===== src/dcache_pkg.sv =====
package dcache_pkg;

    // Word and line geometry
    localparam int word_size   = 32;
    localparam int line_bytes  = 16;
    localparam int line_size   = line_bytes * 8;
    localparam int n_lines     = 16;

    // Address split: tag | set | offset
    localparam int offset_size = 4;
    localparam int set_size    = 4;
    localparam int tag_size    = word_size - set_size - offset_size;

    // Store buffer depth and its pointer width
    localparam int sb_entries  = 4;
    localparam int sb_ptr_size = $clog2(sb_entries);

    // Pin counter must reach sb_entries, hence one extra bit
    localparam int pin_size    = 3;

    // Backing memory: response delay and number of lines held
    localparam int mem_latency    = 4;
    localparam int mem_lines      = 64;
    localparam int mem_index_size = $clog2(mem_lines);

    // Access size of a load or store
    typedef enum logic [0:0] {
        size_byte = 1'b0,
        size_word = 1'b1
    } size_e;

    // Request from the pipeline
    typedef struct packed {
        logic [word_size-1:0] addr;
        size_e                size;
        logic                 store;
        logic [word_size-1:0] wdata;
    } cpu_req_t;

    // One committed store waiting in the store buffer
    typedef struct packed {
        logic [word_size-1:0] addr;
        size_e                size;
        logic [word_size-1:0] value;
    } sb_entry_t;

    // Line read request, addr is line aligned
    typedef struct packed {
        logic [word_size-1:0] addr;
    } mem_req_t;

    // Line returned by memory
    typedef struct packed {
        logic [word_size-1:0] addr;
        logic [line_size-1:0] data;
    } mem_res_t;

    // Dirty line written back on eviction
    typedef struct packed {
        logic [word_size-1:0] addr;
        logic [line_size-1:0] data;
    } mem_wr_t;

endpackage


===== src/load_align.sv =====
`timescale 1ns/10ps

module load_align (
    input  logic                                clk,
    input  logic                                rst,
    input  logic                                hit_load,
    input  logic [dcache_pkg::line_size-1:0]    line,
    input  logic [dcache_pkg::offset_size-1:0]  offset,
    input  dcache_pkg::size_e                   size,
    output logic                                load_valid,
    output logic [dcache_pkg::word_size-1:0]    load_data
);
    import dcache_pkg::*;

    logic [7:0]           sel_byte;
    logic [word_size-1:0] sel_word;
    logic [word_size-1:0] aligned;

    // Byte at any offset, word on a 4-byte boundary
    assign sel_byte = line[{offset, 3'b000} +: 8];
    assign sel_word = line[{offset[offset_size-1:2], 5'b00000} +: word_size];

    // Bytes are sign extended
    assign aligned = (size == size_byte) ? {{(word_size-8){sel_byte[7]}}, sel_byte} : sel_word;

    always_ff @(posedge clk) begin
        if (rst) begin
            load_valid <= 1'b0;
        end else begin
            load_valid <= hit_load;
        end
    end

    // Data only moves on a hit
    always_ff @(posedge clk) begin
        if (hit_load) begin
            load_data <= aligned;
        end
    end

endmodule


===== config.mk =====
export PLATFORM = sky130hd
export DESIGN_NAME = load_align
export DESIGN_NICKNAME = d
export VERILOG_FILES = /design/src/dcache_pkg.sv /design/src/load_align.sv
export SDC_FILE = /design/constraint.sdc
export NUM_CORES = 1
export LEC_CHECK = 0
export ABC_AREA = 1
export BUFFER_PORTS_ARGS = -buffer_cell sky130_fd_sc_hd__buf_2
export CELL_PAD_IN_SITES_DETAIL_PLACEMENT = 1
export CELL_PAD_IN_SITES_GLOBAL_PLACEMENT = 1
export CORE_MARGIN = 2
export CORE_UTILIZATION = 28
export DETAILED_ROUTE_END_ITERATION = 10
export PLACE_DENSITY = 0.76
export SYNTH_ARGS = -nofsm -noshare
export SYNTH_HDL_FRONTEND = slang
export SYNTH_SLANG_ARGS = --single-unit

===== constraint.sdc =====
create_clock -name clk -period 1.1 [get_ports clk]
set_input_delay 0.11 -clock clk [delete_from_list [all_inputs] [get_ports clk]]
set_output_delay 0.11 -clock clk [all_outputs]
set_load 0.02 [all_outputs]

==> impl_metrics.csv <==
group,metric,value,unit
job,maxCapViolCount,0,
sta,rsz0062_at_grt,"true",
finish,layout-drive-gt1-share,31.0,%
hold_path,hold_path_depth,5,
power,p_total,5.09,mW
sta,setup_viol,0,
power,p_leak,2.68,nW
finish,fill_cells,1738,
global_routing,grt_usage,24.5,%
die,coreArea,12600,um2
finish,final_nets,919,
die,ios,169,
place,post_dp_cell_area,4820,um2
worst_setup_path,cpPeakStageDelay,0.15,ns
synthesis,synth_fp_nets,754,
synthesis,postSynthAreaPerCell,5.83,um2
sta,hold_viol_final,0,
worst_setup_path,crit_chain,"buf_12 -> inv_6 -> nand2_1 -> nand3_2 -> nand3_2 -> nand3_2 -> nand2_2 -> nand2_4 -> buf_12 -> nand2_1",
sta,worst_slew_pin_slew,0.311,ns
sta,final.min_clock_period,1.07,ns
sta,setup_ws,0.0326,ns
power,seqPwrFrac,31.6,%
global_routing,antenna_found_initial,5,
hold_path,hp-class,"in2reg",
sta,period_share,97.0,%
sta,slew_headroom,79.3,%
route,routed_wl,17100,um
die,die_h,117,um
clock_tree,cts_buffers,5,
place,dp_hpwl,12500,um
route,via_per_inst,5.15,
clock_tree,cts_max_level,2,
synthesis,syn_area,3600,um2
worst_setup_path,cpMostUsedCell,"nand3_2",
finish,syn_to_final_growth,43.1,%
clock_tree,cts_root_buf,"clkbuf_16",
power,intPower,3.26,mW
die,die_area,13800,um2
finish,fin_cells,961,
clock_tree,clockBufferDepth,2,
clock_tree,cts_tree,"done",
route,final_antenna_net_count,0,
synthesis,yosysSeqAreaShare,27.2,%
hold_path,hold_start,"line[22]",
route,dr.pass1.iters,4,
sta,final.setup.tns,0,ns
clock_tree,path_clk_slew,0.06,ns
die,dieWidth,117,um
finish,utilization,41.0,%
hold_path,hold_path_end,"load_data[22]",
sta,max_freq,0.937,GHz
route,drcViolationCount,0,
route,drtIter0Drc,301,
power,p_per_area,988,nW/um2
worst_setup_path,cp.required,1.14,ns
place,gp_congestion,0.927,
place,dpl_worst_slack,-0.351,ns
sta,fin_hold_ws,0.266,ns
finish,final_area,5150,um2
die,start_util,28.7,%
clock_tree,cts.sinks,33,
synthesis,ys_seq_elements,33,
status,status,"complete, no violations",
power,p_comb_share,39.1,%
route,vias,4950,
worst_setup_path,cp-end-kind,"flop",
route,avgRoutedWirePerCell,17.8,um
global_routing,grt_pass1_wl,26900,um
global_routing,grt_overflow,0,
synthesis,yosys_warnings,0,
worst_setup_path,start_kind,"input pin",
power,p_sw,1.83,mW
place,dp_cells,945,
worst_setup_path,cp_data_arrival_time,1.11,ns
synthesis,synth_cell_types,18,
power,power.share.clock,29.3,%
power,ir_worst_vdd,0.434,mV
die,rows,41,
global_routing,grt_max_degree,75,
power,swShare,36.0,%
global_routing,grt_pass1_vias,5178,
sta,maxSlewViolCount,0,
worst_setup_path,critPathKind,"in2reg",
place,numPortBuffers,168,
worst_setup_path,crit_path_top_delay_cell,"buf_12",
worst_setup_path,crit_fanout,9,
synthesis,netlist_instances,618,
## synthesized netlist by cell type (all sizes together)
| master | instances | area, um2 |
|---|---|---|
| a21oi | 28 | 140 |
| buf | 36 | 269 |
| clkbuf | 15 | 56.3 |
| dfxtp | 1 | 20.0 |
| edfxtp | 32 | 961 |
| inv | 42 | 158 |
| nand2 | 254 | 956 |
| nand3 | 143 | 716 |
| nor2 | 17 | 63.8 |
| o211ai | 1 | 7.51 |
| o21ai | 42 | 210 |
| o22ai | 7 | 43.8 |
## kinds of logic after synthesis
logic type,count (synthesis),synth area share (%)
compound gates,78,11.2
simple gates,414,48.2
buf+inv,93,13.4
flops,33,27.2
## layout by cell type (no fill, tap or decap), drive strengths merged
cell type	netlist	final
nand2	254	254
buf	36	208
nand3	143	143
o21ai	42	42
inv	42	42
edfxtp	32	32
a21oi	28	28
nor2	17	17
clkbuf	15	8
o22ai	7	7
diode	0	5
o211ai	1	1
dlygate4sd3	0	1
dfxtp	1	1
## power by group through the flow
stage	Clock (mW)	Combinational, mW	Sequential, mW
after global routing	1.55	2.18	1.62
after floorplan	0	0.861	1.81
after CTS	1.51	1.99	1.61
after detailed placement	0	1.88	1.63
final	1.49	1.99	1.61
after global placement	0	1.83	1.63
## what timing repair did
item                                   CTS  global route
setup endpoints to repair               26            31
resized for setup                       21            17
setup buffers                            3             0
gates cloned                             2             0
pin swaps                                0             4
endpoints found under the hold margin    1             0
hold buffers                             1             0
## registers in the layout, summed over array words and instances, names as in the netlist
| name | count |
|---|---|
| load_valid | 1 |
| load_data | 32 |
## per-layer routing
| metal | global-route usage, % | vias to the layer above | routed length (um) |
|---|---|---|---|
| met4 | 11.6 | 0 | 625 |
| met2 | 44.1 | 197 | 8890 |
| met3 | 4.09 | 42 | 940 |
| li1 | - | 2366 | - |
| met5 | 0 | - | 0 |
| met1 | 28.0 | 2345 | 6650 |
## worst max path at each step
stage | startpoint | end | slack [ns] | depth (start not counted)
floorplan | offset[1] | load_data[3] | -0.02 | 11
global placement | offset[0] | load_data[25] | -0.32 | 11
detailed placement | offset[0] | load_data[6] | -0.35 | 11
CTS | offset[0] | load_data[17] | -0.03 | 12
global route | offset[0] | load_data[27] | -0.02 | 11
finish | offset[0] | load_data[26] | 0.03 | 10
## final cells by class
| type | count | area [um2] | area share, % |
|---|---|---|---|
| multi-input cells | 492 | 2230 | 43.2 |
| repair buffers | 209 | 1400 | 27.3 |
| flip-flops and latches | 33 | 981 | 19.0 |
| well taps | 172 | 215 | 4.18 |
| inverters | 42 | 165 | 3.21 |
| clock buffers | 8 | 146 | 2.84 |
| diodes | 5 | 12.5 | 0.243 |
## worst max-delay path, delay by kind of cell
kind                   cells  cell delay, ns
and+or+nand+nor            7            0.61
buffers and inverters      3            0.36
No activity file was read; power rests on OpenSTA's default activity.
