**src/dcache_pkg.sv**
```systemverilog
package dcache_pkg;

    // Word and line geometry
    localparam int word_size   = 32;
    localparam int line_bytes  = 16;
    localparam int line_size   = line_bytes * 8;
    localparam int n_lines     = 16;

    // Address split: tag | set | offset
    localparam int offset_size = 4;
    localparam int set_size    = 4;
    localparam int tag_size    = word_size - set_size - offset_size;

    // Store buffer depth and its pointer width
    localparam int sb_entries  = 4;
    localparam int sb_ptr_size = $clog2(sb_entries);

    // Pin counter must reach sb_entries, hence one extra bit
    localparam int pin_size    = 3;

    // Backing memory: response delay and number of lines held
    localparam int mem_latency    = 4;
    localparam int mem_lines      = 64;
    localparam int mem_index_size = $clog2(mem_lines);

    // Access size of a load or store
    typedef enum logic [0:0] {
        size_byte = 1'b0,
        size_word = 1'b1
    } size_e;

    // Request from the pipeline
    typedef struct packed {
        logic [word_size-1:0] addr;
        size_e                size;
        logic                 store;
        logic [word_size-1:0] wdata;
    } cpu_req_t;

    // One committed store waiting in the store buffer
    typedef struct packed {
        logic [word_size-1:0] addr;
        size_e                size;
        logic [word_size-1:0] value;
    } sb_entry_t;

    // Line read request, addr is line aligned
    typedef struct packed {
        logic [word_size-1:0] addr;
    } mem_req_t;

    // Line returned by memory
    typedef struct packed {
        logic [word_size-1:0] addr;
        logic [line_size-1:0] data;
    } mem_res_t;

    // Dirty line written back on eviction
    typedef struct packed {
        logic [word_size-1:0] addr;
        logic [line_size-1:0] data;
    } mem_wr_t;

endpackage

```
**src/store_buffer.sv**
```systemverilog
`timescale 1ns/10ps

module store_buffer (
    input  logic                              clk,
    input  logic                              rst,
    input  logic                              push,
    input  dcache_pkg::sb_entry_t             push_entry,
    input  logic                              pop,
    input  logic [dcache_pkg::set_size-1:0]   query_set,
    output dcache_pkg::sb_entry_t             head,
    output logic                              head_valid,
    output logic                              full,
    output logic                              same_set
);
    import dcache_pkg::*;

    // Entry storage, no reset on payload
    sb_entry_t              entries [sb_entries];
    // Occupancy per slot
    logic [sb_entries-1:0]  used;
    logic [sb_ptr_size-1:0] wr_ptr;
    logic [sb_ptr_size-1:0] rd_ptr;

    assign head       = entries[rd_ptr];
    assign head_valid = used[rd_ptr];
    assign full       = &used;

    // Any buffered store landing in the queried set
    always_comb begin
        same_set = 1'b0;
        for (int i = 0; i < sb_entries; i++) begin
            if (used[i] && entries[i].addr[offset_size +: set_size] == query_set) begin
                same_set = 1'b1;
            end
        end
    end

    // Payload write at the tail
    always_ff @(posedge clk) begin
        if (push) begin
            entries[wr_ptr] <= push_entry;
        end
    end

    // Pointers and occupancy
    always_ff @(posedge clk) begin
        if (rst) begin
            used   <= '0;
            wr_ptr <= '0;
            rd_ptr <= '0;
        end else begin
            // Caller never pushes into a full buffer
            if (push) begin
                used[wr_ptr] <= 1'b1;
                wr_ptr       <= wr_ptr + 1'b1;
            end
            // Pop and push never touch the same slot
            if (pop && head_valid) begin
                used[rd_ptr] <= 1'b0;
                rd_ptr       <= rd_ptr + 1'b1;
            end
        end
    end

endmodule

```
**config.mk**
```make
export PLATFORM = sky130hd
export DESIGN_NAME = store_buffer
export DESIGN_NICKNAME = d
export VERILOG_FILES = /design/src/dcache_pkg.sv /design/src/store_buffer.sv
export SDC_FILE = /design/constraint.sdc
export NUM_CORES = 1
export LEC_CHECK = 0
export BUFFER_PORTS_ARGS = -buffer_cell sky130_fd_sc_hd__buf_2
export CAP_MARGIN = 25
export CORE_MARGIN = 2
export CORE_UTILIZATION = 60
export CTS_CLUSTER_SIZE = 30
export DETAILED_ROUTE_END_ITERATION = 16
export HOLD_SLACK_MARGIN = 0.12
export PLACE_DENSITY = 0.83
export SYNTH_ARGS = -nofsm -noshare
export SYNTH_HDL_FRONTEND = slang
export SYNTH_SLANG_ARGS = --single-unit
```
**constraint.sdc**
```tcl
create_clock -name clk -period 5.4 [get_ports clk]
set_clock_uncertainty 0.15 [all_clocks]
set_input_delay 1.08 -clock clk [delete_from_list [all_inputs] [get_ports clk]]
set_output_delay 1.08 -clock clk [all_outputs]
set_load 0.03 [all_outputs]
```
==> results.sh <==
export IMPL_outcome="complete, no violations"
export IMPL_finalNonFillerCells=808
export IMPL_ff2ff_path_depth=2
export IMPL_die_area_um2=17800
export IMPL_cts_sinks=270
export IMPL_fin_crit_sh_pct=67.2
export IMPL_cts_htree_levels=1
export IMPL_cts_buffer_depth=3
export IMPL_cp_required_ns=4.17
export IMPL_internal_power_mw=3.69
export IMPL_rsz0062_at_grt="false"
export IMPL_top_usage_layer="met2"
export IMPL_switching_power_mw=1.05
export IMPL_port_buffer_count=140
export IMPL_crit_end="head[49]"
export IMPL_avgSynthCellArea_um2=24.2
export IMPL_synth_cell_types=22
export IMPL_use_met1_pct=28.7
export IMPL_total_leakage_power_nw=4.02
export IMPL_ios=141
export IMPL_clkLatencyLatePin_ns=0.52
export IMPL_finalSetupViolCount=0
export IMPL_initial_utilization_pct=61.0
export IMPL_tightest_slew_ns=1.04
export IMPL_ys_warn_count=0
export IMPL_diodes=0
export IMPL_overflow=0
export IMPL_dpl_hpwl_um=9940
export IMPL_postRouteAntennaNets=0
export IMPL_fmax_mhz=275
export IMPL_drive_above_1_share_pct=43.7
export IMPL_critPathKind="register to output pin"
export IMPL_netSwitchingFraction_pct=22.2
export IMPL_post_cts_buffers=0
export IMPL_drt_pass1_iterations=5
export IMPL_clockRootBuffer="clkbuf_16"
export IMPL_grt_max_degree=67
export IMPL_worstPathArrival_ns=2.40
export IMPL_yosysSeqAreaShare_pct=79.7
export IMPL_hp_class="register to register"
export IMPL_cts_resized_gates=0
export IMPL_first_global_vias=4998
export IMPL_fin_crit_ns=3.63
export IMPL_final_hold_viol_count=0
export IMPL_ff2ff_setup_slack_ns=3.39
export IMPL_synth_seq_cells=270
export IMPL_cts_tree="built"
export IMPL_clkTransAtPathRegs_ns=0.06
export IMPL_wl_um=18000
export IMPL_syn_to_final_growth_pct=18.3
export IMPL_maxCapViolCount=0
export IMPL_endpoint_kind="output pin"
export IMPL_placed_cell_area_um2=11000
export IMPL_power_mw=4.74
export IMPL_place_congestion=0.766
export IMPL_row_count=47
export IMPL_globalRouteMet3Util_pct=4.83
export IMPL_power_frac_clock_pct=38.3
export IMPL_slew_viol_final=0
export IMPL_fin_nets=652
export IMPL_cp_max_fo=35
export IMPL_vias=4698
export IMPL_pwr_share_comb_pct=10.2
export IMPL_grt_use_met2_pct=33.6
export IMPL_grt_pass1_wl_um=27900
export IMPL_numCtsBuffers=27
export IMPL_coreArea_um2=16500
export IMPL_dp_cells=760
export IMPL_antenna_found_initial=0
export IMPL_postSynthCellCount=415
export IMPL_via_per_inst=5.81
export IMPL_final_cell_area_um2=11900
export IMPL_reg2reg_from="wr_ptr[0]"
export IMPL_synth_fp_nets=496
export IMPL_reg2reg_to="entries[1][16]"
export IMPL_p_per_area_nw_per_um2=398
export IMPL_power_frac_seq_pct=51.5
export IMPL_finalSetupTns_ns=0
export IMPL_synth_area_um2=10100
export IMPL_die_w_um=133
export IMPL_drc=0
export IMPL_die_y_um=133
export IMPL_slew_headroom_pct=30.8
export IMPL_critPathLaunchType="register"
export IMPL_drt_iter0_markers=296
export IMPL_grt_usage_pct=20.5
export IMPL_hold_buffers=0
export IMPL_ir_worst_vdd_v=0.000296
export IMPL_wl_per_cell_um=22.3
## synthesized netlist by cell type
library cell	number	area [um2]
xor2_1	12	105
buf_2	7	35.0
xnor2_1	6	52.6
and4_1	1	8.76
edfxtp_1	260	7810
buf_6	1	11.3
and2_1	4	25.0
nand3_1	4	20.0
mux2i_1	1	10.0
dfxtp_1	10	200
and2_4	1	8.76
buf_1	2	7.51
inv_1	4	15.0
clkbuf_1	7	26.3
mux2_2	1	11.3
ha_1	8	100
mux4_2	66	1490
nor3_1	4	20.0
a211oi_2	4	50.1
a21oi_1	2	10.0
nand4_1	1	6.26
nor2_1	9	33.8
## power by group through the flow
stage | Clock (mW) | Sequential, mW | Combinational [mW]
after floorplan | 0 | 2.47 | 0.336
after global placement | 0 | 2.49 | 0.451
after detailed placement | 0 | 2.50 | 0.461
after CTS | 1.85 | 2.46 | 0.465
after global routing | 1.92 | 2.45 | 0.514
final | 1.81 | 2.44 | 0.482
## how the worst min path moves through the flow
stage	to	slack, ns	cells after the start	start
global route	used[3]	0.45	2	used[3]
floorplan	wr_ptr[1]	0.36	2	wr_ptr[1]
finish	used[1]	0.42	2	used[1]
global placement	wr_ptr[1]	0.38	2	wr_ptr[1]
detailed placement	used[1]	0.41	2	used[1]
CTS	used[1]	0.41	2	used[1]
## cells in the final DEF, fill, tap and decap left out, types with 3 or more instances in the layout
master,instances
a211oi_2,4
and2_4,5
buf_2,140
bufinv_16,4
clkbuf_1,8
clkbuf_16,27
clkinv_1,3
clkinv_2,4
dfxtp_1,8
edfxtp_1,260
ha_1,8
inv_1,4
mux4_2,66
nand3_1,4
nor2_1,9
nor3_1,4
xnor2_1,6
xor2_1,12
## routing by layer
layer	vias to the layer above	routed length, um
li1	2052	-
met3	42	1380
met2	201	8850
met5	-	0
met1	2403	7290
met4	0	485
## through the flow
step	utilization, %	setup WS, ns	hold slack, ns
after floorplan	-	2.19	0.364
after global placement	66.7	1.98	0.377
after detailed placement	66.7	2.00	0.406
after CTS	71.9	1.41	0.415
after global routing	72.2	1.59	0.446
final	72.2	1.77	0.422
## cells by family after synthesis
family | Yosys count | synth area share, %
xor+xnor | 18 | 1.57
simple gates | 24 | 1.22
flops | 270 | 79.7
fa+ha+maj | 8 | 0.996
buf+inv | 21 | 0.946
mux | 68 | 15.0
compound gates | 6 | 0.598
## worst max-delay path: stages (launching register included)
cell     delay, ns
dfxtp_4       0.54
buf_16        0.30
buf_4         0.29
mux4_2        0.54
buf_2         0.20
## flip-flops by register name, indices dropped and copies added (netlist names), named ones only
name and flops:
entries 260, used 4, rd_ptr 2, wr_ptr 2
## cell type report
class	count	area, um2
Sequential cell	270	8020
Fill cell	999	4570
Multi-Input combinational cell	124	1960
Timing Repair Buffer	144	771
Clock buffer	35	706
Tap cell	220	275
Clock inverter	11	151
Inverter	4	15.0
Note: power is estimated with default switching activity, not from simulation.
